<file path="src/design/streamer_cfg_pkg.sv">
`default_nettype none

package streamer_cfg_pkg;

  // Scratchpad word address width
  localparam int unsigned MemAddrW = 10;

  // Memory data word width
  localparam int unsigned DataW = 32;

  // Element count width
  localparam int unsigned LenW = 8;

  // Arbiter clients, three loads and one store
  localparam int unsigned NumChan = 4;

  // Channel indices on the arbiter
  localparam int unsigned XId = 0;
  localparam int unsigned WId = 1;
  localparam int unsigned YId = 2;
  localparam int unsigned ZId = 3;

  typedef logic [MemAddrW-1:0] addr_t;
  typedef logic [DataW-1:0]    word_t;
  typedef logic [LenW-1:0]     len_t;

endpackage

`default_nettype wire

</file>
<file path="src/design/mem_arbiter.sv">
`default_nettype none

module mem_arbiter
  import streamer_cfg_pkg::*;
#(
  parameter int unsigned AddrW = MemAddrW
) (
  input  logic                          clk_i,
  input  logic                          rst_n_i,
  input  logic [NumChan-1:0]            req_i,
  input  logic [NumChan-1:0][AddrW-1:0] addr_i,
  input  logic [NumChan-1:0]            we_i,
  input  word_t [NumChan-1:0]           wdata_i,
  output logic [NumChan-1:0]            gnt_o,
  output logic                          mem_en_o,
  output logic                          mem_we_o,
  output logic [AddrW-1:0]              mem_addr_o,
  output word_t                         mem_wdata_o
);

  localparam int unsigned IdxW = $clog2(NumChan);

  // Last granted channel
  logic [IdxW-1:0] last_q;
  // Winner of this cycle
  logic [IdxW-1:0] sel;
  logic            any_req;

  assign any_req = |req_i;

  // Search starts one past the last grant
  // Descending loop so the nearest requester wins
  always_comb begin
    sel = last_q;
    for (int unsigned k = NumChan; k >= 1; k--) begin
      int unsigned cand;
      cand = (int'(last_q) + k) % NumChan;
      if (req_i[cand]) begin
        sel = IdxW'(cand);
      end
    end
  end

  always_comb begin
    gnt_o = '0;
    if (any_req) begin
      gnt_o[sel] = 1'b1;
    end
  end

  // Granted channel drives the memory
  assign mem_en_o    = any_req;
  assign mem_we_o    = any_req & we_i[sel];
  assign mem_addr_o  = addr_i[sel];
  assign mem_wdata_o = wdata_i[sel];

  // Channel 0 gets the first grant after reset
  always_ff @(posedge clk_i) begin
    if (!rst_n_i) begin
      last_q <= IdxW'(NumChan - 1);
    end else if (any_req) begin
      last_q <= sel;
    end
  end

  // At most one grant per cycle and only to a requester
  a_gnt_onehot : assert property (@(posedge clk_i) disable iff (!rst_n_i)
    $onehot0(gnt_o) && ((gnt_o & ~req_i) == '0));

endmodule

`default_nettype wire

</file>
<file path="config.mk">
export PLATFORM = sky130hd
export DESIGN_NAME = mem_arbiter
export DESIGN_NICKNAME = d
export VERILOG_FILES = /design/src/design/streamer_cfg_pkg.sv /design/src/design/mem_arbiter.sv
export SDC_FILE = /design/constraint.sdc
export NUM_CORES = 1
export LEC_CHECK = 0
export BUFFER_PORTS_ARGS = -buffer_cell sky130_fd_sc_hd__buf_2
export CAP_MARGIN = 20
export CORE_AREA = 2 2 88 90
export DETAILED_ROUTE_END_ITERATION = 8
export DIE_AREA = 0 0 90 92
export GPL_ROUTABILITY_DRIVEN = 0
export PLACE_DENSITY = 0.67
export SETUP_SLACK_MARGIN = 0.05
export SLEW_MARGIN = 30
export SYNTH_ARGS = -nofsm -noshare
export SYNTH_HDL_FRONTEND = slang
export SYNTH_SLANG_ARGS = --single-unit
</file>
<file path="constraint.sdc">
create_clock -name clk_i -period 1.7 [get_ports clk_i]
set_input_delay 0.34 -clock clk_i [delete_from_list [all_inputs] [get_ports clk_i]]
set_output_delay 0.34 -clock clk_i [all_outputs]
set_load 0.05 [all_outputs]
</file>
==> impl_metrics.yaml <==
worst_setup_path:
  max_stage_delay_ns: 0.40
  cp-start-kind: "register"
  crit_path_cell_trace: "nor2b_4, or3_4, nand2_8, buf_16, mux2i_2, mux2i_4, buf_2"
  endpoint_kind: "output port"
  arrival_ns: 1.99
  path_class: "reg2out"
  crit_family: "simple AND/OR/NAND/NOR gates"
  crit_path_top_delay_cell: "or3_4"
  worstPathMaxFanout: 18
  cp.buffers_inverters: 2
  required_ns: 1.36
final_layout:
  fin_cells: 526
  layout_commonest_cell: "buf_2"
  largest_register_ffs: 2
  drive_gt1_share_pct: 96.7
  final_area_um2: 4830
  final_nets: 604
  final_cell_mix: "buf_2, mux2i_4, mux2i_2"
  area_growth_pct: 203
  diodes: 0
  finish.utilization_pct: 64.8
  top_register: "last_q"
  fill_cells: 576
  reg_top3: "last_q: 2 flops"
drt:
  dr.pass1.iters: 4
  ant_nets: 0
  num_vias: 2419
  drc: 0
  drt_wl_total_mm: 8.07
  wl_per_cell_um: 15.3
  drt_iter0_drc: 39
  avgViaCountPerCell: 4.60
synthesis:
  synth.avg_cell_area_um2: 9.38
  synth_seq_area_share_pct: 2.51
  synth_cell_types: 22
  synth-seq-cells: 2
  synth_area_um2: 1590
  postSynthCellCount: 170
  yosysWarnings: 0
  syn_nets: 348
pwr:
  p_total_mw: 4.02
  p_sw_share_pct: 49.7
  internal_power_mw: 2.02
  combPwrFrac_pct: 93.7
  peakVddDrop_uv: 502
  power_frac_seq_pct: 1.5
  leakagePower_nw: 1.98
  pwr-share-clk_pct: 4.8
  p_sw_mw: 2.00
  powerDensity_nw_per_um2: 834
run_status:
  status: "finished with violations"
  violations: "setup timing"
global_route:
  grt_use_total_pct: 18.6
  grt_pass1_wl_mm: 12.5
  grt_pass1_vias: 2644
  antenna_found_initial: 0
  grt_max_degree: 19
  overflow: 0
sta:
  max_freq_ghz: 0.429
  max_slew.worst_pin.slew_ns: 0.310
  layout_min_cycle_time_ns: 2.33
  rsz0062_at_grt: "yes"
  skew_ns: 0.00465
  finalSetupViolCount: 47
  hold_violations: 0
  timing.final.ws_setup_ns: -0.630
  post-route-period-util_pct: 137
  max_slew_margin_pct: 79.2
  maxSlewViolCount: 0
placement:
  pre_cts_ws_ns: -0.608
  hpwlAfterDp_mm: 5.73
  dp_cells: 504
  placed_area_um2: 3800
  portBuffers: 225
clock_tree:
  htree_levels: 1
  insertion_delay_ns: 0.22
  clock_path_buffers: 2
  hold_buffers: 0
  cts_tree: "done"
  cts_buffers: 3
  cts_root_buf: "clkbuf_8"
  cts.sinks: 2
  clkSlewWorstSetupHoldPaths_ns: 0.03
die:
  row_count: 32
  core_area_um2: 7450
  dieArea_um2: 8280
  fp.dieW_um: 90
  start_util_pct: 21.4
  ios: 226
  die-height_um: 92
run:
  drv_cap: 0
min_path:
  hold_path_class: "in2reg"
==> cell usage after synthesis <==
cell        n  share of area [%]
nand2_1     3               0.71
dfxtp_1     2                2.5
buf_2       4                1.3
a21oi_1     1               0.31
clkbuf_4    2               0.94
nor3_1      2               0.63
nor2b_1     3                1.2
buf_8       4                3.8
inv_1       2               0.47
nand2_4     1               0.71
nor2_1      3               0.71
clkbuf_1    1               0.24
nor4_1      1               0.39
and3_1      2               0.78
a21boi_0    1               0.47
o211a_1     1               0.63
a211oi_1    2               0.94
buf_4       4                1.9
and2_1      1               0.39
o21ai_1     2               0.63
mux2i_1   127                 80
or3_4       1               0.71
==> layout make-up <==
cell class	count	area (um2)	area share [%]
clock buffers	3	41.3	0.856
multi-input cells	152	2750	56.9
well taps	102	128	2.64
inverters	2	10.0	0.207
repair buffers	265	1860	38.4
flip-flops and latches	2	43.8	0.907
==> metrics by stage <==
stage	hold WS [ns]	setup TNS, ns
after floorplan	0.402	-13.06
after global placement	0.511	-24.03
after detailed placement	0.517	-25.18
after CTS	0.288	-26.92
after global routing	0.305	-29.49
final	0.300	-26.48
==> power groups by stage <==
stage	clock network (mW)	logic, mW	registers (mW)
2_1_floorplan	0	2.37	0.0606
3_3_place_gp	0	2.93	0.0605
3_5_place_dp	0	2.96	0.0606
6_report	0.192	3.77	0.0605
5_1_grt	0.199	3.92	0.0610
4_1_cts	0.201	3.62	0.0599
==> path summary, 6_finish.rpt <==
| check | cells past startpoint | end | slack (ns) | from |
|---|---|---|---|---|
| setup / recovery | 7 | mem_wdata_o[20] | -0.63 | last_q[0] |
| hold / removal | 2 | last_q[1] | 0.30 | rst_n_i |
| setup reg to reg | 8 | last_q[0] | 0.21 | last_q[0] |
| hold reg to reg | 4 | last_q[1] | 0.94 | last_q[1] |
==> logic make-up after synthesis <==
kind of cell	share of synthesized area [%]
simple gates	6.20
mux	79.7
compound gates	2.98
flops	2.51
buf+inv	8.56
==> what timing repair did <==
action,4_1_cts,5_1_grt
hold endpoints to repair,0,0
buffers inserted,6,8
pin swaps,0,2
gates resized for setup,127,30
gates cloned,6,0
setup endpoints to repair,47,47
==> routing by layer <==
metal | track usage [%] | share of wire [%] | up-vias
met1 | 18.5 | 32 | 1120
met2 | 38.6 | 60 | 112
met3 | 4.03 | 6.3 | 16
met4 | 4.49 | 1.7 | 0
met5 | 0 | 0 | -
li1 | - | - | 1171
Note: power is estimated with default switching activity, not from simulation.
