[src/design/streamer_cfg_pkg.sv]
`default_nettype none

package streamer_cfg_pkg;

  // Scratchpad word address width
  localparam int unsigned MemAddrW = 10;

  // Memory data word width
  localparam int unsigned DataW = 32;

  // Element count width
  localparam int unsigned LenW = 8;

  // Arbiter clients, three loads and one store
  localparam int unsigned NumChan = 4;

  // Channel indices on the arbiter
  localparam int unsigned XId = 0;
  localparam int unsigned WId = 1;
  localparam int unsigned YId = 2;
  localparam int unsigned ZId = 3;

  typedef logic [MemAddrW-1:0] addr_t;
  typedef logic [DataW-1:0]    word_t;
  typedef logic [LenW-1:0]     len_t;

endpackage

`default_nettype wire

[src/design/streamer_ctrl_pkg.sv]
`default_nettype none

package streamer_ctrl_pkg;

  // Element format in memory
  // FP16 sits in the low half of a word
  typedef enum logic {
    FMT_FP32 = 1'b0,
    FMT_FP16 = 1'b1
  } cast_fmt_e;

  // Channel FSM states
  typedef enum logic [1:0] {
    IDLE = 2'd0,
    REQ  = 2'd1,
    WAIT = 2'd2,
    PUSH = 2'd3
  } chan_state_e;

endpackage

`default_nettype wire

[src/design/load_channel.sv]
`default_nettype none

module load_channel
  import streamer_cfg_pkg::*;
  import streamer_ctrl_pkg::*;
#(
  parameter int unsigned AddrW = MemAddrW
) (
  input  logic             clk_i,
  input  logic             rst_n_i,
  input  logic             start_i,
  input  logic [AddrW-1:0] base_i,
  input  logic [AddrW-1:0] stride_i,
  input  len_t             len_i,
  input  cast_fmt_e        fmt_i,
  input  logic             gnt_i,
  input  logic             rvalid_i,
  input  word_t            rdata_i,
  input  logic             ready_i,
  output logic             req_o,
  output logic [AddrW-1:0] addr_o,
  output word_t            data_o,
  output logic             valid_o
);

  // FP16 to FP32 field move without rounding
  // Exponent rebias 15 to 127
  function automatic word_t cast_in(input word_t raw, input cast_fmt_e fmt);
    word_t      res;
    logic [7:0] exp32;
    res   = raw;
    exp32 = {3'b000, raw[14:10]} + 8'd112;
    if (fmt == FMT_FP16) begin
      if (raw[14:0] == '0) begin
        // Signed zero only keeps the sign
        res = {raw[15], 31'b0};
      end else begin
        res = {raw[15], exp32, raw[9:0], 13'b0};
      end
    end
    return res;
  endfunction

  chan_state_e      state_q;
  logic [AddrW-1:0] addr_q;
  logic [AddrW-1:0] stride_q;
  // Elements still to push
  len_t             cnt_q;
  cast_fmt_e        fmt_q;
  // Casted word waiting on the stream
  word_t            data_q;

  // IDLE -> REQ -> WAIT -> PUSH and back to REQ per element
  // One read in flight at most
  always_ff @(posedge clk_i) begin
    if (!rst_n_i) begin
      state_q  <= IDLE;
      addr_q   <= '0;
      stride_q <= '0;
      cnt_q    <= '0;
      fmt_q    <= FMT_FP32;
    end else begin
      case (state_q)
        IDLE: begin
          // Zero length job never leaves idle
          if (start_i && (len_i != '0)) begin
            addr_q   <= base_i;
            stride_q <= stride_i;
            cnt_q    <= len_i;
            fmt_q    <= fmt_i;
            state_q  <= REQ;
          end
        end
        REQ: begin
          // Address held until granted
          if (gnt_i) begin
            state_q <= WAIT;
          end
        end
        WAIT: begin
          if (rvalid_i) begin
            state_q <= PUSH;
          end
        end
        PUSH: begin
          // Handshake done so step to the next element
          if (ready_i) begin
            addr_q  <= addr_q + stride_q;
            cnt_q   <= cnt_q - 1'b1;
            state_q <= (cnt_q == len_t'(1)) ? IDLE : REQ;
          end
        end
        default: state_q <= IDLE;
      endcase
    end
  end

  // Cast on the way in from memory
  always_ff @(posedge clk_i) begin
    if ((state_q == WAIT) && rvalid_i) begin
      data_q <= cast_in(rdata_i, fmt_q);
    end
  end

  assign req_o   = (state_q == REQ);
  assign addr_o  = addr_q;
  assign valid_o = (state_q == PUSH);
  assign data_o  = data_q;

  // Stalled stream holds off the next read
  a_no_req_stalled : assert property (@(posedge clk_i) disable iff (!rst_n_i)
    (valid_o && !ready_i) |=> !req_o);

endmodule

`default_nettype wire

[config.mk]
export PLATFORM = sky130hd
export DESIGN_NAME = load_channel
export DESIGN_NICKNAME = d
export VERILOG_FILES = /design/src/design/streamer_cfg_pkg.sv /design/src/design/streamer_ctrl_pkg.sv /design/src/design/load_channel.sv
export SDC_FILE = /design/constraint.sdc
export NUM_CORES = 1
export LEC_CHECK = 0
export ABC_AREA = 1
export BUFFER_PORTS_ARGS = -buffer_cell sky130_fd_sc_hd__buf_2
export CAP_MARGIN = 25
export CELL_PAD_IN_SITES_DETAIL_PLACEMENT = 0
export CELL_PAD_IN_SITES_GLOBAL_PLACEMENT = 1
export CORE_ASPECT_RATIO = 2
export CORE_MARGIN = 3
export CORE_UTILIZATION = 35
export CTS_CLUSTER_SIZE = 28
export DETAILED_ROUTE_END_ITERATION = 16
export MAX_ROUTING_LAYER = met4
export PLACE_DENSITY = 0.85
export SLEW_MARGIN = 20
export SYNTH_ARGS = -nofsm -noshare
export SYNTH_HDL_FRONTEND = slang
export SYNTH_SLANG_ARGS = --single-unit
[constraint.sdc]
create_clock -name clk_i -period 2.02 [get_ports clk_i]
set_input_delay 0.404 -clock clk_i [delete_from_list [all_inputs] [get_ports clk_i]]
set_output_delay 0.404 -clock clk_i [all_outputs]
set_load 0.1 [all_outputs]
==> metrics <==
TritonCTS Buffers 9; global-route wire length before repair 14100 um; Max FO, Critical Path 3; Reg area 0.00159 sq mm; post-synthesis adder-cell area fraction 6.48%; Switching Fraction 47.7%; Peak VDD IR 0.828 mV; reg2reg path depth 10; Worst slew margin 66.9%; setup slack at placement 0.209 ns; global route total overflow 0; pwr dens 1530 mW/mm^2; Slowest-stage cell, CP fa_1; critical path data required time 2.22 ns; Synth Warn # 0; commonest cells after routing, fill and taps aside 109 x buf_2, 105 x nand2_1, 55 x inv_1, 55 x nor2_1, 42 x o21ai_0; post-synthesis mux area share 0%; Clock Skews 0.00726 ns; Crit path max-delay family adder cells; Psw 3.19 mW; number of diodes 0; area delta synth->final 28.9%; Pre-antenna DRT Iters 4; # rows 50; height of the die 145 um; Post-Syn Area 0.00340 sq mm; PortBufs 110; Hold Buf Count CTS 0; CTS tree built; commonest non-fill, non-tap cell in the layout buf_2; Clock Power Share 22.4%; WP depth 10; r2r startpoint addr_o[0]; critical path type reg2reg; Comb power frac 49.0%; Post-CTS Setup Inserts 0; Die Area 0.0110 sq mm; footprint of the multi-input gates 0.00151 sq mm; Pint 3.50 mW; start point of the critical path addr_o[0]; Clock Sinks 63; initial core utilization 36.2%; Detail Route Antenna Nets 0; Post-Synth Simple-Gate Area 23.3%; final hold violation count 0; maxcap violations 0; Total GRT Usage 17.2%; worst r2r dst addr_o[8]; post-synthesis register bit count 63; Sequential Power Share 28.6%; DR WL/cell 13.5 um; HP Class in2reg; # fillers 974; largest net degree at the start of global routing 33; Placeable Area 0.00938 sq mm; chip width 75.7 um; vias 3186; XOR/XNOR share of the synthesized area 1.55%; largest family of logic cells by synthesized area simple AND/OR/NAND/NOR gates; # DRC 0; routability cong. 0.852; Skew-Pair Late Insertion Delay 0.33 ns; fin nets 634; Clock Path Buffers 2; final slew viol count 0; setup_tns 0 ns; Tcrit/Tclk final 90.3%; First DRT Iteration DRCs 107; Seq/Total Area, Yosys 46.5%; buffers and inverters on the worst path 0; DP Wirelength 7140 um; status completed; worst slew pin tran 0.500 ns; crit-path most repeated cell nand2_1; htree depth 3; Distinct cells, synth 33; Hold Path Depth 3; # IOs 111; Synth Area in Compound Gates 13.0%; vias in the first global route 3136; Avg Cell Area, Syn 7.81 sq um; Mapped Cells 435; worst path cell trace ha_1 > fa_1 > nand2_1 > nand3_1 > nand2_1 > nand2_1 > nand2_1 > nand3_1 > nand2_1 > a21oi_1; Post-Syn Nets 519; WP data arrival 2.02 ns; post_cts resized 0; Post-Route WL 8920 um; Max Fclk 0.548 GHz; crit start category flip-flop; Leak 2.15 nW; antenna violations before repair 0; routed vias/inst 4.83; Clock transition at path regs 0.06 ns; Root Driver clkbuf_16; Critical Path End addr_o[8]; unrepaired setup endpoints after global routing false; share of cells above drive strength 1 28.1%; final setup vio count 0; delay of the slowest critical-path stage 0.45 ns; r2r setup slk 0.20 ns; CP Capture Type flip-flop; min Tclk post-route 1.82 ns; utilization after layout 46.7%; final setup margin 0.196 ns
==> cells in the mapped netlist, drive strengths merged <==
master | number | area (sq um)
nand3b | 1 | 7.51
inv | 58 | 218
nand3 | 20 | 113
a21oi | 30 | 150
or2 | 1 | 6.26
o211ai | 1 | 12.5
nand4 | 4 | 25.0
nor3 | 1 | 5.00
a31oi | 1 | 6.26
xor2 | 2 | 17.5
nand2 | 106 | 400
o21ai | 49 | 260
edfxtp | 32 | 961
nor2 | 55 | 206
xnor2 | 4 | 35.0
dfxtp | 31 | 621
ha | 16 | 200
fa | 1 | 20.0
o22ai | 1 | 6.26
buf | 10 | 68.8
o21a | 1 | 7.51
and2 | 1 | 8.76
clkbuf | 6 | 23.8
nor4 | 3 | 18.8
==> metrics by stage <==
step	area [sq um]	instances	hold slack (ns)	power, mW
after global routing	4380	659	0.366	7.12
after floorplan	3410	435	0.427	4.61
after CTS	4380	659	0.342	6.76
final	4380	659	0.351	6.69
after global placement	4090	643	0.438	5.17
after detailed placement	4090	643	0.443	5.24
==> worst min-delay path by stage <==
stage	start	endpoint	slack [ns]
finish	rdata_i[28]	data_o[28]	0.35
floorplan	stride_q[0]	stride_q[0]	0.43
detailed placement	stride_q[0]	stride_q[0]	0.44
global route	stride_i[6]	stride_q[6]	0.37
global placement	stride_q[4]	stride_q[4]	0.44
CTS	rdata_i[28]	data_o[28]	0.34
==> routing by layer <==
layer  routed length [um]  share of wire, %  vias up  track usage, %
met5                    0                 0        -               -
met4                  268               3.0        0            8.41
met3                  507               5.7       20            3.18
met2                 4890                55      115            30.9
met1                 3250                36     1403            16.7
li1                     -                 -     1648               -
==> cell families after synthesis <==
group                    Yosys count
flip-flops                        63
AND/OR/NAND/NOR                  192
buffers and inverters             74
XOR/XNOR                           6
adder cells (fa/ha/maj)           17
AO/OA/AOI/OAI                     83
==> sequential cells by signal (all words and copies together), names as in the netlist <==
signal    count
stride_q     10
state_q       2
fmt_q         1
cnt_q         8
data_o       32
addr_o       10
==> worst reg2reg max path: cells and delay by family, from the launching register on <==
family	cells	cell delay [ns]
AOI/OAI and AO/OA	1	0.05
adders and majority gates	2	0.70
DFF	1	0.33
and+or+nand+nor	7	0.60
==> power groups by stage <==
stage | registers (mW) | logic, mW | clock network (mW)
finish | 1.91 | 3.28 | 1.50
global route | 1.95 | 3.58 | 1.59
CTS | 1.92 | 3.31 | 1.53
detailed placement | 1.94 | 3.30 | 0
global placement | 1.93 | 3.24 | 0
floorplan | 2.96 | 1.65 | 0
==> final cells by class <==
type                            instances  area share [%]
Clock inverter                          6            1.40
Inverter                               58            4.97
Timing Repair Buffer                  120            14.6
Sequential cell                        63            36.4
Multi-Input combinational cell        298            34.4
Clock buffer                           10            5.23
Tap cell                              104            2.97
Note: power is estimated with default switching activity, not from simulation.
