### config.mk
export PLATFORM = sky130hd
export DESIGN_NAME = store_channel
export DESIGN_NICKNAME = d
export VERILOG_FILES = /design/src/design/streamer_cfg_pkg.sv /design/src/design/streamer_ctrl_pkg.sv /design/src/design/store_channel.sv
export SDC_FILE = /design/constraint.sdc
export NUM_CORES = 1
export LEC_CHECK = 0
export ABC_CLOCK_PERIOD_IN_PS = 3000
export BUFFER_PORTS_ARGS = -buffer_cell sky130_fd_sc_hd__buf_2
export CORE_MARGIN = 1
export CORE_UTILIZATION = 50
export CTS_BUF_LIST = sky130_fd_sc_hd__clkbuf_16
export CTS_CLUSTER_SIZE = 25
export DETAILED_ROUTE_END_ITERATION = 8
export HOLD_SLACK_MARGIN = 0.02
export PLACE_DENSITY = 0.87
export SETUP_SLACK_MARGIN = 0.4
export SLEW_MARGIN = 20
export SYNTH_ARGS = -nofsm -noshare
export SYNTH_HDL_FRONTEND = slang
export SYNTH_SLANG_ARGS = --single-unit
### constraint.sdc
create_clock -name clk_i -period 3 [get_ports clk_i]
set_clock_uncertainty 0.1 [all_clocks]
set_input_delay 0.45 -clock clk_i [delete_from_list [all_inputs] [get_ports clk_i]]
set_output_delay 0.45 -clock clk_i [all_outputs]
set_load 0.05 [all_outputs]
### src/design/streamer_cfg_pkg.sv
`default_nettype none

package streamer_cfg_pkg;

  // Scratchpad word address width
  localparam int unsigned MemAddrW = 10;

  // Memory data word width
  localparam int unsigned DataW = 32;

  // Element count width
  localparam int unsigned LenW = 8;

  // Arbiter clients, three loads and one store
  localparam int unsigned NumChan = 4;

  // Channel indices on the arbiter
  localparam int unsigned XId = 0;
  localparam int unsigned WId = 1;
  localparam int unsigned YId = 2;
  localparam int unsigned ZId = 3;

  typedef logic [MemAddrW-1:0] addr_t;
  typedef logic [DataW-1:0]    word_t;
  typedef logic [LenW-1:0]     len_t;

endpackage

`default_nettype wire

### src/design/streamer_ctrl_pkg.sv
`default_nettype none

package streamer_ctrl_pkg;

  // Element format in memory
  // FP16 sits in the low half of a word
  typedef enum logic {
    FMT_FP32 = 1'b0,
    FMT_FP16 = 1'b1
  } cast_fmt_e;

  // Channel FSM states
  typedef enum logic [1:0] {
    IDLE = 2'd0,
    REQ  = 2'd1,
    WAIT = 2'd2,
    PUSH = 2'd3
  } chan_state_e;

endpackage

`default_nettype wire

### src/design/store_channel.sv
`default_nettype none

module store_channel
  import streamer_cfg_pkg::*;
  import streamer_ctrl_pkg::*;
#(
  parameter int unsigned AddrW = MemAddrW
) (
  input  logic             clk_i,
  input  logic             rst_n_i,
  input  logic             start_i,
  input  logic [AddrW-1:0] base_i,
  input  logic [AddrW-1:0] stride_i,
  input  len_t             len_i,
  input  cast_fmt_e        fmt_i,
  input  word_t            data_i,
  input  logic             valid_i,
  input  logic             gnt_i,
  output logic             ready_o,
  output logic             req_o,
  output logic [AddrW-1:0] addr_o,
  output word_t            wdata_o,
  output logic             done_o
);

  // FP32 to FP16 field move, result zero-extended
  function automatic word_t cast_out(input word_t raw, input cast_fmt_e fmt);
    word_t      res;
    logic [7:0] exp16;
    res   = raw;
    exp16 = raw[30:23] - 8'd112;
    if (fmt == FMT_FP16) begin
      if (raw[30:0] == '0) begin
        res = {16'b0, raw[31], 15'b0};
      end else begin
        res = {16'b0, raw[31], exp16[4:0], raw[22:13]};
      end
    end
    return res;
  endfunction

  // PUSH waits for a word, REQ waits for the write grant
  chan_state_e      state_q;
  logic [AddrW-1:0] addr_q;
  logic [AddrW-1:0] stride_q;
  len_t             cnt_q;
  cast_fmt_e        fmt_q;
  logic             done_q;
  word_t            wdata_q;

  always_ff @(posedge clk_i) begin
    if (!rst_n_i) begin
      state_q  <= IDLE;
      addr_q   <= '0;
      stride_q <= '0;
      cnt_q    <= '0;
      fmt_q    <= FMT_FP32;
      done_q   <= 1'b0;
    end else begin
      done_q <= 1'b0;
      case (state_q)
        IDLE: begin
          if (start_i) begin
            addr_q   <= base_i;
            stride_q <= stride_i;
            cnt_q    <= len_i;
            fmt_q    <= fmt_i;
            // Empty job finishes right away
            if (len_i == '0) begin
              done_q <= 1'b1;
            end else begin
              state_q <= PUSH;
            end
          end
        end
        PUSH: begin
          if (valid_i) begin
            state_q <= REQ;
          end
        end
        REQ: begin
          if (gnt_i) begin
            addr_q <= addr_q + stride_q;
            cnt_q  <= cnt_q - 1'b1;
            // Last write granted
            if (cnt_q == len_t'(1)) begin
              done_q  <= 1'b1;
              state_q <= IDLE;
            end else begin
              state_q <= PUSH;
            end
          end
        end
        default: state_q <= IDLE;
      endcase
    end
  end

  // Accepted word, narrowed before the write
  always_ff @(posedge clk_i) begin
    if ((state_q == PUSH) && valid_i) begin
      wdata_q <= cast_out(data_i, fmt_q);
    end
  end

  assign ready_o = (state_q == PUSH);
  assign req_o   = (state_q == REQ);
  assign addr_o  = addr_q;
  assign wdata_o = wdata_q;
  assign done_o  = done_q;

  // Write request stays put until the arbiter takes it
  a_req_stable : assert property (@(posedge clk_i) disable iff (!rst_n_i)
    (req_o && !gnt_i) |=> (req_o && $stable(addr_o) && $stable(wdata_o)));

endmodule

`default_nettype wire

==> key figures <==
Timing
  • Final hold vios: 0
  • Unrepaired setup endpoints after global routing: no
  • Period utilization: 0.762
  • Remaining max-slew budget at the tightest pin: 0.301
  • Number of slew-limit violations in the final report: 0
  • Setup TNS after final layout: 0 ns
  • Setup violators final: 0
  • Worst Hold Slack: approximately 0.27 ns
  • Post-layout min period: 2.29 ns
  • Peak clock frequency supported by timing: around 440 MHz
  • Transition time of the tightest slew-check pin: ~1.0 ns

Critical path
  • Cell type of the slowest stage on the worst timing path: sky130_fd_sc_hd__dfxtp_1
  • Critical-path maximum fanout: 24
  • Required time at the worst-slack endpoint: about 2.5 ns
  • Nature of the critical path startpoint: flop
  • CP max stage delay: between 0.3 and 0.4 ns
  • CP Cell Sequence: nand2b_1 > buf_4 > inv_2 > buf_2
  • Worst Setup End Kind: output pin
  • Critical path data arrival time: around 1.7 ns
  • Classification of the worst setup path: reg2out

Logic synthesis
  • Synth async-reset ratio: 0
  • Count of flip-flops with a built-in enable after synthesis: 32
  • Synthesized area divided by synthesized cell count: 10.3 µm²
  • Number of warning messages in the yosys log: 0
  • Area share of the largest cell type after synthesis: 0.287
  • Library cell occupying the most area in the post-synthesis netlist: sky130_fd_sc_hd__edfxtp_1
  • Netlist Area Pre-Place: 0.00334 mm²
  • Count of mapped cells out of synthesis: 325
  • Predominant post-synthesis flop cell: sky130_fd_sc_hd__edfxtp_1
  • Part of the Yosys area used for sequential elements: 0.479
  • Synth Register Bits: 64
  • Area contributors post-synth: sky130_fd_sc_hd__edfxtp_1 (29%), sky130_fd_sc_hd__dfxtp_1 (19%), sky130_fd_sc_hd__mux2_2 (5.4%)
  • Synth Net Count: 403
  • Distinct cell type count of the synthesized netlist: 56

Detailed routing
  • Vias after detailed routing: around 3,000
  • Number of design-rule violations left by the first detailed-router iteration: 230
  • Detailed-route wire length per cell: between 15 and 20 µm
  • First-pass iteration count of the detailed router: 5
  • Drt via density: about 5.7
  • Remaining antenna violation count after routing: 0
  • Routed WL: around 8200 µm
  • Count of unresolved DRC violations after routing: 0

CTS
  • Reg clk slew, reported paths: about 0.050 ns
  • Clock tree from TritonCTS: done
  • Number of buffers added by the clock tree synthesis step: 9
  • Cell at the root of the clock tree: sky130_fd_sc_hd__clkbuf_16
  • Number of H-tree levels: 3
  • Post-CTS Setup Bufs: 0
  • Number of gates resized after cts: 0
  • Number of clock sinks seen by CTS: 64
  • Clock latency at the later pin of the worst-skew pair: between 0.3 and 0.4 ns
  • Clock buffer depth: 2
  • Quantity of hold-fixing buffers added after cts: 0

Floorplanning
  • Top-level I/O count: around 110
  • Initial core utilization: 0.524
  • Vertical die dimension: 83.8 µm
  • Cell row count: 29
  • DIE WIDTH: approximately 84 µm
  • Total Die Area: approximately 0.0070 mm²
  • CORE AREA: approximately 0.0064 mm²

Global route
  • Total global-route track usage: 0.243
  • Maximum number of pins on one net before global-route repair: 36
  • Vias in the first global route: 2,856
  • Global route overflow: 0
  • First-pass GRT wire length: 13,300 µm
  • Initial antenna violation count: 0

Power
  • Leakage dissipation: 0.00183 µW
  • Areal power density over the cells: about 650 mW/mm²
  • Largest voltage drop on the vdd net: 0.000440 V

Final layout
  • Final antenna diode count: 0
  • Fillers: just over 500
  • End-of-flow core utilization: 0.664
  • Layout area overhead: 26.8%
  • Total Nets Final: between 500 and 600
  • Share of cells above drive strength 1: 0.363

Placed design
  • RD Place Congestion: roughly 0.85
  • Number of input and output port buffers inserted: between 100 and 150
  • Post-detail-place hpwl: approximately 5900 µm

Job
  • Maximum capacitance violations: 0

Worst hold path
  • Hold WC Path Type: in2reg

Status
  • Outcome: finished, final reports clean
-- per-layer routing --
layer	up-vias	global-route usage	wire, µm
li1	1421	-	-
met1	1401	0.293	3340
met2	120	0.414	4150
met3	12	0.0593	587
met4	0	0.102	143
met5	-	0	0
-- sequential cells by signal (all words and copies together) (netlist names) --
name and flops:
done_o 1, addr_o 10, stride_q 10, state_q 2, cnt_q 8, fmt_q 1
wdata_o 32
-- logic make-up (layout without fill, tap and decap cells) --
family                     count (synthesis)  in the layout  share of synthesized area
adders and majority gates                 12             12                     0.0472
muxes                                     18             18                     0.0614
DFF                                       64             64                      0.479
buffers and inverters                     21            134                     0.0359
xor gates and xnor gates                   4              4                     0.0105
and+or+nand+nor                          122            122                      0.191
AOI/OAI and AO/OA                         84             84                      0.175
-- cells in the mapped netlist (4+ instances only) --
cell,number
sky130_fd_sc_hd__nand2_1,37
sky130_fd_sc_hd__dfxtp_1,32
sky130_fd_sc_hd__edfxtp_1,32
sky130_fd_sc_hd__nor2_1,17
sky130_fd_sc_hd__o21ai_0,17
sky130_fd_sc_hd__mux2_2,16
sky130_fd_sc_hd__nor2b_1,16
sky130_fd_sc_hd__a21boi_0,14
sky130_fd_sc_hd__a21oi_1,13
sky130_fd_sc_hd__ha_1,11
sky130_fd_sc_hd__nand3_1,10
sky130_fd_sc_hd__clkbuf_1,7
sky130_fd_sc_hd__nor4_1,7
sky130_fd_sc_hd__buf_2,6
sky130_fd_sc_hd__o211ai_1,6
sky130_fd_sc_hd__o211a_1,5
sky130_fd_sc_hd__a211oi_1,4
sky130_fd_sc_hd__a31oi_1,4
sky130_fd_sc_hd__and2_1,4
sky130_fd_sc_hd__and3_1,4
sky130_fd_sc_hd__buf_6,4
sky130_fd_sc_hd__nand4_1,4
sky130_fd_sc_hd__nor3_1,4
sky130_fd_sc_hd__or3_1,4
-- final timing paths --
path | slack (ns) | end | cells after the start | from
setup reg to reg | 0.79 | addr_o[8]$_SDFFE_PN0P_ | 7 | addr_o[0]$_SDFFE_PN0P_
setup / recovery | 0.71 | req_o | 4 | state_q[1]$_SDFFE_PN0P_
hold / removal | 0.27 | stride_q[4]$_SDFFE_PN0P_ | 3 | stride_i[4]
hold reg to reg | 0.37 | stride_q[4]$_SDFFE_PN0P_ | 2 | stride_q[4]$_SDFFE_PN0P_
-- worst max-delay path: cells and delay by family, from the launching register on --
kind	cells	cell delay, ns
buffers and inverters	3	0.84
and+or+nand+nor	1	0.17
DFF	1	0.39
-- per-stage QoR --
step           cell area [µm²]  power (µW)  setup slack (ns)  cells
6_report                  4240        2770             0.714    515
3_5_place_dp              3920        1670             0.781    499
5_1_grt                   4240        2890             0.610    515
2_1_floorplan             3340        1520             0.742    325
3_3_place_gp              3920        1650             0.895    499
4_1_cts                   4240        2780             0.717    515
-- layout by cell type, fill, tap and decap left out, drive strengths merged, types with 14 or more instances in the layout --
master and n:
edfxtp 32, buf 115, nor2 17, a21oi 14, nor2b 16, mux2 17
nand2 38, dfxtp 32, a21boi 14, o21ai 20
-- report_power, final --
group | internal (µW) | switching, µW | leakage [µW]
Sequential | 988 | 62.5 | 0.000553
Combinational | 228 | 388 | 0.00113
Clock | 726 | 380 | 0.000148
-- layout make-up --
type                       count  area, µm²  area share
timing repair buffer         115        588       0.139
sequential                    64       1600       0.378
multi-input combinational    240       1620       0.382
tap                           77       96.3      0.0227
clock buffer                   9        225      0.0531
inverter                       3       11.3     0.00266
clock inverter                 7       96.3      0.0227
Power figures use the tool's default switching activity.
