<file path="config.mk">
export PLATFORM = sky130hd
export DESIGN_NAME = mac_engine
export DESIGN_NICKNAME = d
export VERILOG_FILES = /design/src/design/streamer_cfg_pkg.sv /design/src/design/mac_engine.sv
export SDC_FILE = /design/constraint.sdc
export NUM_CORES = 1
export LEC_CHECK = 0
export BUFFER_PORTS_ARGS = -buffer_cell sky130_fd_sc_hd__buf_2
export CAP_MARGIN = 10
export CORE_AREA = 2 2 248 250
export DETAILED_ROUTE_END_ITERATION = 10
export DIE_AREA = 0 0 250 252
export HOLD_SLACK_MARGIN = 0.03
export PLACE_DENSITY = 0.51
export SLEW_MARGIN = 20
export SYNTH_ARGS = -nofsm -noshare
export SYNTH_HDL_FRONTEND = slang
export SYNTH_SLANG_ARGS = --single-unit
</file>
<file path="constraint.sdc">
create_clock -name clk_i -period 6.7 [get_ports clk_i]
set_input_delay 0.67 -clock clk_i [delete_from_list [all_inputs] [get_ports clk_i]]
set_output_delay 0.67 -clock clk_i [all_outputs]
set_load 0.005 [all_outputs]
</file>
<file path="src/design/streamer_cfg_pkg.sv">
`default_nettype none

package streamer_cfg_pkg;

  // Scratchpad word address width
  localparam int unsigned MemAddrW = 10;

  // Memory data word width
  localparam int unsigned DataW = 32;

  // Element count width
  localparam int unsigned LenW = 8;

  // Arbiter clients, three loads and one store
  localparam int unsigned NumChan = 4;

  // Channel indices on the arbiter
  localparam int unsigned XId = 0;
  localparam int unsigned WId = 1;
  localparam int unsigned YId = 2;
  localparam int unsigned ZId = 3;

  typedef logic [MemAddrW-1:0] addr_t;
  typedef logic [DataW-1:0]    word_t;
  typedef logic [LenW-1:0]     len_t;

endpackage

`default_nettype wire

</file>
<file path="src/design/mac_engine.sv">
`default_nettype none

module mac_engine
  import streamer_cfg_pkg::*;
(
  input  logic  clk_i,
  input  logic  rst_n_i,
  input  word_t x_i,
  input  logic  x_valid_i,
  input  word_t w_i,
  input  logic  w_valid_i,
  input  word_t y_i,
  input  logic  y_valid_i,
  input  logic  z_ready_i,
  output logic  x_ready_o,
  output logic  w_ready_o,
  output logic  y_ready_o,
  output word_t z_o,
  output logic  z_valid_o
);

  // Output slot
  word_t z_q;
  logic  z_valid_q;
  // All operands present
  logic  ops_valid;
  // Slot free or draining this cycle
  logic  slot_free;
  logic  fire;

  assign ops_valid = x_valid_i & w_valid_i & y_valid_i;
  assign slot_free = ~z_valid_q | z_ready_i;
  assign fire      = ops_valid & slot_free;

  // Operands taken together or not at all
  assign x_ready_o = fire;
  assign w_ready_o = fire;
  assign y_ready_o = fire;

  always_ff @(posedge clk_i) begin
    if (!rst_n_i) begin
      z_valid_q <= 1'b0;
    end else if (fire) begin
      z_valid_q <= 1'b1;
    end else if (z_ready_i) begin
      z_valid_q <= 1'b0;
    end
  end

  // Integer multiply-add on raw bits, kept to 32 bits
  always_ff @(posedge clk_i) begin
    if (fire) begin
      z_q <= x_i * w_i + y_i;
    end
  end

  assign z_o       = z_q;
  assign z_valid_o = z_valid_q;

endmodule

`default_nettype wire

</file>
==> report_table.html <==
<table>
<tr><th>Metric</th><th>Value</th></tr>
<tr><th colspan="2">Synth</th></tr>
<tr><td>Top cells by area, synth</td><td>sky130_fd_sc_hd__fa_1 49%, sky130_fd_sc_hd__and2_1 13%, sky130_fd_sc_hd__inv_1 10%</td></tr>
<tr><td>Post-synthesis average cell area</td><td>9.32 um^2</td></tr>
<tr><td>Warnings from Yosys</td><td>0</td></tr>
<tr><td>Cell accounting for the most synthesized area</td><td>sky130_fd_sc_hd__fa_1</td></tr>
<tr><td>Synth Cell Area</td><td>0.0179 mm^2</td></tr>
<tr><td>Ys flop type</td><td>sky130_fd_sc_hd__edfxtp_1</td></tr>
<tr><td>Post-synth EDFFs</td><td>32</td></tr>
<tr><td>Most common library cells after synthesis</td><td>483 x sky130_fd_sc_hd__inv_1, 438 x sky130_fd_sc_hd__fa_1, 365 x sky130_fd_sc_hd__and2_1, 177 x sky130_fd_sc_hd__nand2_1, 124 x sky130_fd_sc_hd__ha_1</td></tr>
<tr><td>Post-Syn Nets</td><td>around 2600</td></tr>
<tr><td>Ys async rst share</td><td>0%</td></tr>
<tr><td>Count of distinct cell types in the synthesized netlist</td><td>46</td></tr>
<tr><td>Number of cells produced by synthesis</td><td>1924</td></tr>
<tr><td>Synth Register Bits</td><td>33</td></tr>
<tr><td>Area share of the largest cell type after synthesis</td><td>48.9%</td></tr>
<tr><td>Most numerous cell in the Yosys netlist</td><td>sky130_fd_sc_hd__inv_1</td></tr>
<tr><td>Sequential share of the synthesized area</td><td>5.47%</td></tr>
<tr><th colspan="2">CTS</th></tr>
<tr><td>Root buffer cell</td><td>sky130_fd_sc_hd__clkbuf_16</td></tr>
<tr><td>Longest Clk Path Bufs</td><td>2</td></tr>
<tr><td>Number of buffers inserted for hold repair after clock tree synthesis</td><td>0</td></tr>
<tr><td>Number of clock sinks seen by CTS</td><td>33</td></tr>
<tr><td>TritonCTS Buffers</td><td>5</td></tr>
<tr><td>Insertion delay to the later sink of the worst-skew pair</td><td>~0.3 ns</td></tr>
<tr><td># H-tree levels</td><td>2</td></tr>
<tr><td>CTS tree</td><td>yes</td></tr>
<tr><td>Clock transition time at the flip-flop clock pins of the worst setup and hold paths</td><td>roughly 0.060 ns</td></tr>
<tr><th colspan="2">Die</th></tr>
<tr><td>Standard cell core area</td><td>between 0.06 and 0.07 mm^2</td></tr>
<tr><td>Top-level port count</td><td>around 140</td></tr>
<tr><td>Die Outline Area</td><td>around 0.063 mm^2</td></tr>
<tr><td>Starting Density</td><td>just under 30%</td></tr>
<tr><td>Die Ht</td><td>around 250 um</td></tr>
<tr><td>Chip width</td><td>250 um</td></tr>
<tr><td>Number of rows created at floorplan</td><td>90</td></tr>
<tr><th colspan="2">Outcome</th></tr>
<tr><td>Status</td><td>finished with violations</td></tr>
<tr><td>Violations in the final reports</td><td>setup timing</td></tr>
<tr><th colspan="2">Final layout</th></tr>
<tr><td>Sequential cell area</td><td>981 um^2</td></tr>
<tr><td>Number of nets in the final layout</td><td>approximately 2900</td></tr>
<tr><td>Count of fill cells added during filler insertion</td><td>about 6200</td></tr>
<tr><td>Layout cells sized above 1</td><td>23.0%</td></tr>
<tr><td>Combined area of the multi-input logic cells</td><td>about 0.015 mm^2</td></tr>
<tr><td>Relative area change from synthesis to final layout</td><td>23.4%</td></tr>
<tr><td>Post-layout util</td><td>between 30% and 40%</td></tr>
<tr><th colspan="2">Worst setup path</th></tr>
<tr><td>Path depth of the worst reg2reg path</td><td>3</td></tr>
<tr><td>Largest fanout on the critical path</td><td>5</td></tr>
<tr><td>Launching point of the worst reg2reg path</td><td>z_valid_o</td></tr>
<tr><td>Crit path largest cell delay</td><td>0.57 ns</td></tr>
<tr><td>Count of buffering cells on the critical path with inverters included</td><td>9</td></tr>
<tr><td>CP Capture Type</td><td>flip-flop</td></tr>
<tr><td>Type of the setup path with the least slack</td><td>input port to flip-flop</td></tr>
<tr><td>Slowest CP cell</td><td>sky130_fd_sc_hd__fa_2</td></tr>
<tr><td>Critical Path RT</td><td>between 6 and 7 ns</td></tr>
<tr><td>Worst setup path startpoint</td><td>w_i[6]</td></tr>
<tr><td>Most common cell type on the critical path</td><td>sky130_fd_sc_hd__fa_1</td></tr>
<tr><td>Startpoint type of the worst setup path</td><td>input port</td></tr>
<tr><td>Logic depth of the worst path, buffers included</td><td>26</td></tr>
<tr><td>Gate family responsible for the most delay along the worst path</td><td>adder cells</td></tr>
<tr><td>Data arrival time of the critical path</td><td>~7 ns</td></tr>
<tr><th colspan="2">Global routing</th></tr>
<tr><td>Number of global-route vias before repair</td><td>15100</td></tr>
<tr><td>Global-route wire length before repair</td><td>between 80000 and 90000 um</td></tr>
<tr><td>Pin count of the biggest net entering global routing</td><td>36</td></tr>
<tr><td>Initial antenna violation count</td><td>3</td></tr>
<tr><td>GRT overflow</td><td>0</td></tr>
<tr><td>Overall global routing resource usage</td><td>17.8%</td></tr>
<tr><th colspan="2">Timing</th></tr>
<tr><td>Final Setup Violations</td><td>8</td></tr>
<tr><td>Post-route setup slack</td><td>-0.334 ns</td></tr>
<tr><td>Number of max-slew violations in the final report</td><td>0</td></tr>
<tr><td>Hold Vio Cnt, Final</td><td>0</td></tr>
<tr><td>Transition time at the pin with the least slew margin</td><td>between 0.5 and 0.6 ns</td></tr>
<tr><td>Fmax</td><td>between 100 and 150 MHz</td></tr>
<tr><td>Unrepaired setup endpoints after global routing</td><td>yes</td></tr>
<tr><td>Final min period</td><td>roughly 7.0 ns</td></tr>
<tr><td>Skew final</td><td>0.0126 ns</td></tr>
<tr><td>Post-route clock period utilization</td><td>105%</td></tr>
<tr><td>Relative slew slack</td><td>64.1%</td></tr>
<tr><th colspan="2">Min path</th></tr>
<tr><td>Worst Hold Path Cells</td><td>2</td></tr>
<tr><td>Hold_sp</td><td>z_valid_o</td></tr>
<tr><td>Hold crit path type</td><td>flip-flop to flip-flop</td></tr>
<tr><th colspan="2">Placement</th></tr>
<tr><td>DP HPWL</td><td>approximately 48000 um</td></tr>
<tr><td>Final estimated routing congestion in global placement</td><td>about 0.87</td></tr>
<tr><td>Buffers added on ports</td><td>roughly 140</td></tr>
<tr><td>Setup Slack @ Placement</td><td>-0.881 ns</td></tr>
<tr><th colspan="2">Drt</th></tr>
<tr><td>Routed length per instance</td><td>between 15 and 20 um</td></tr>
<tr><td>Detail-routed via count per cell</td><td>4.47</td></tr>
<tr><td>Post-DRT Antenna Nets</td><td>0</td></tr>
<tr><td>Wire length reported by the detailed router</td><td>54400 um</td></tr>
<tr><td>Total via count after detailed routing</td><td>~13000</td></tr>
<tr><td>DRC marker count from the first detailed-route iteration</td><td>around 540</td></tr>
<tr><td>First-pass iteration count of the detailed router</td><td>5</td></tr>
<tr><td>DRC viols</td><td>0</td></tr>
<tr><th colspan="2">Flow run</th></tr>
<tr><td>Max-cap violations</td><td>0</td></tr>
</table>
registers in the layout, indices dropped and copies added (netlist names):
register	flops
z_o	32
z_valid_o	1
layer usage:
| metal | part of all wire, % | vias to the layer above | track usage [%] |
|---|---|---|---|
| met2 | 49 | 288 | 31.2 |
| met4 | 1.4 | 4 | 2.99 |
| met3 | 4.1 | 49 | 2.11 |
| li1 | - | 6064 | - |
| met5 | 0.044 | - | 0 |
| met1 | 45 | 6910 | 23.9 |
kinds of logic after synthesis:
family / Yosys count / synth area share, %
simple gates: 598 / 18.1
xor+xnor: 85 / 4.15
compound gates: 76 / 2.74
fa+ha+maj: 562 / 57.5
buf+inv: 570 / 12.0
flops: 33 / 5.47
tightest hold or removal path: cells and delay by family, from the launching register on:
family             cells  cell delay, ns
DFF                    1            0.31
and+or+nand+nor        1            0.08
AOI/OAI and AO/OA      1            0.09
final timing paths:
path              slack (ns)        end
setup / recovery       -0.33    z_o[26]
hold / removal          0.53  z_valid_o
setup reg to reg        5.41    z_o[14]
hold reg to reg         0.53  z_valid_o
cell usage in the layout (no fill, tap or decap), drive strengths merged, types with 2 or more instances in the layout:
cell type / n
a211o: 2
and3: 5
a31o: 2
edfxtp: 32
o21bai: 2
o21ai: 13
o21a: 2
nand3: 9
buf: 353
clkbuf: 7
nand4: 3
a21o: 7
inv: 483
nand2: 177
nor4: 2
nor3: 8
a31oi: 3
a21oi: 27
nor2b: 3
xor2: 16
fa: 438
ha: 124
xnor2: 69
o211ai: 7
a211oi: 5
and2: 366
a22oi: 2
nor2: 18
through the flow:
stage          TNS, ns  hold WS (ns)  cells  cell area, um^2
4_1_cts          -1.57         0.540   2967            21600
5_1_grt          -3.57         0.576   2981            22100
3_3_place_gp     -9.82         0.488   2945            20900
3_5_place_dp    -10.49         0.533   2945            20900
2_1_floorplan   -0.490         0.486   1924            18200
6_report         -1.60         0.525   2982            22100
cell type report:
cell class / count / area share [%]
Clock inverter: 2 / 0.153
Multi-Input combinational cell: 1321 / 69.6
Inverter: 483 / 8.19
Clock buffer: 6 / 0.582
Tap cell: 782 / 4.42
Antenna cell: 1 / 0.0113
Timing Repair Buffer: 354 / 12.6
Sequential cell: 33 / 4.43
repair_timing:
action / CTS / global route
pin swaps: 88 / 65
resized for setup: 146 / 94
setup endpoints to repair: 16 / 15
setup buffers: 16 / 17
endpoints found under the hold margin: 0 / 0
Power is left out: the tool's default activity adds up to more than one toggle a clock period on the data nets, which glitch-free logic cannot reach.
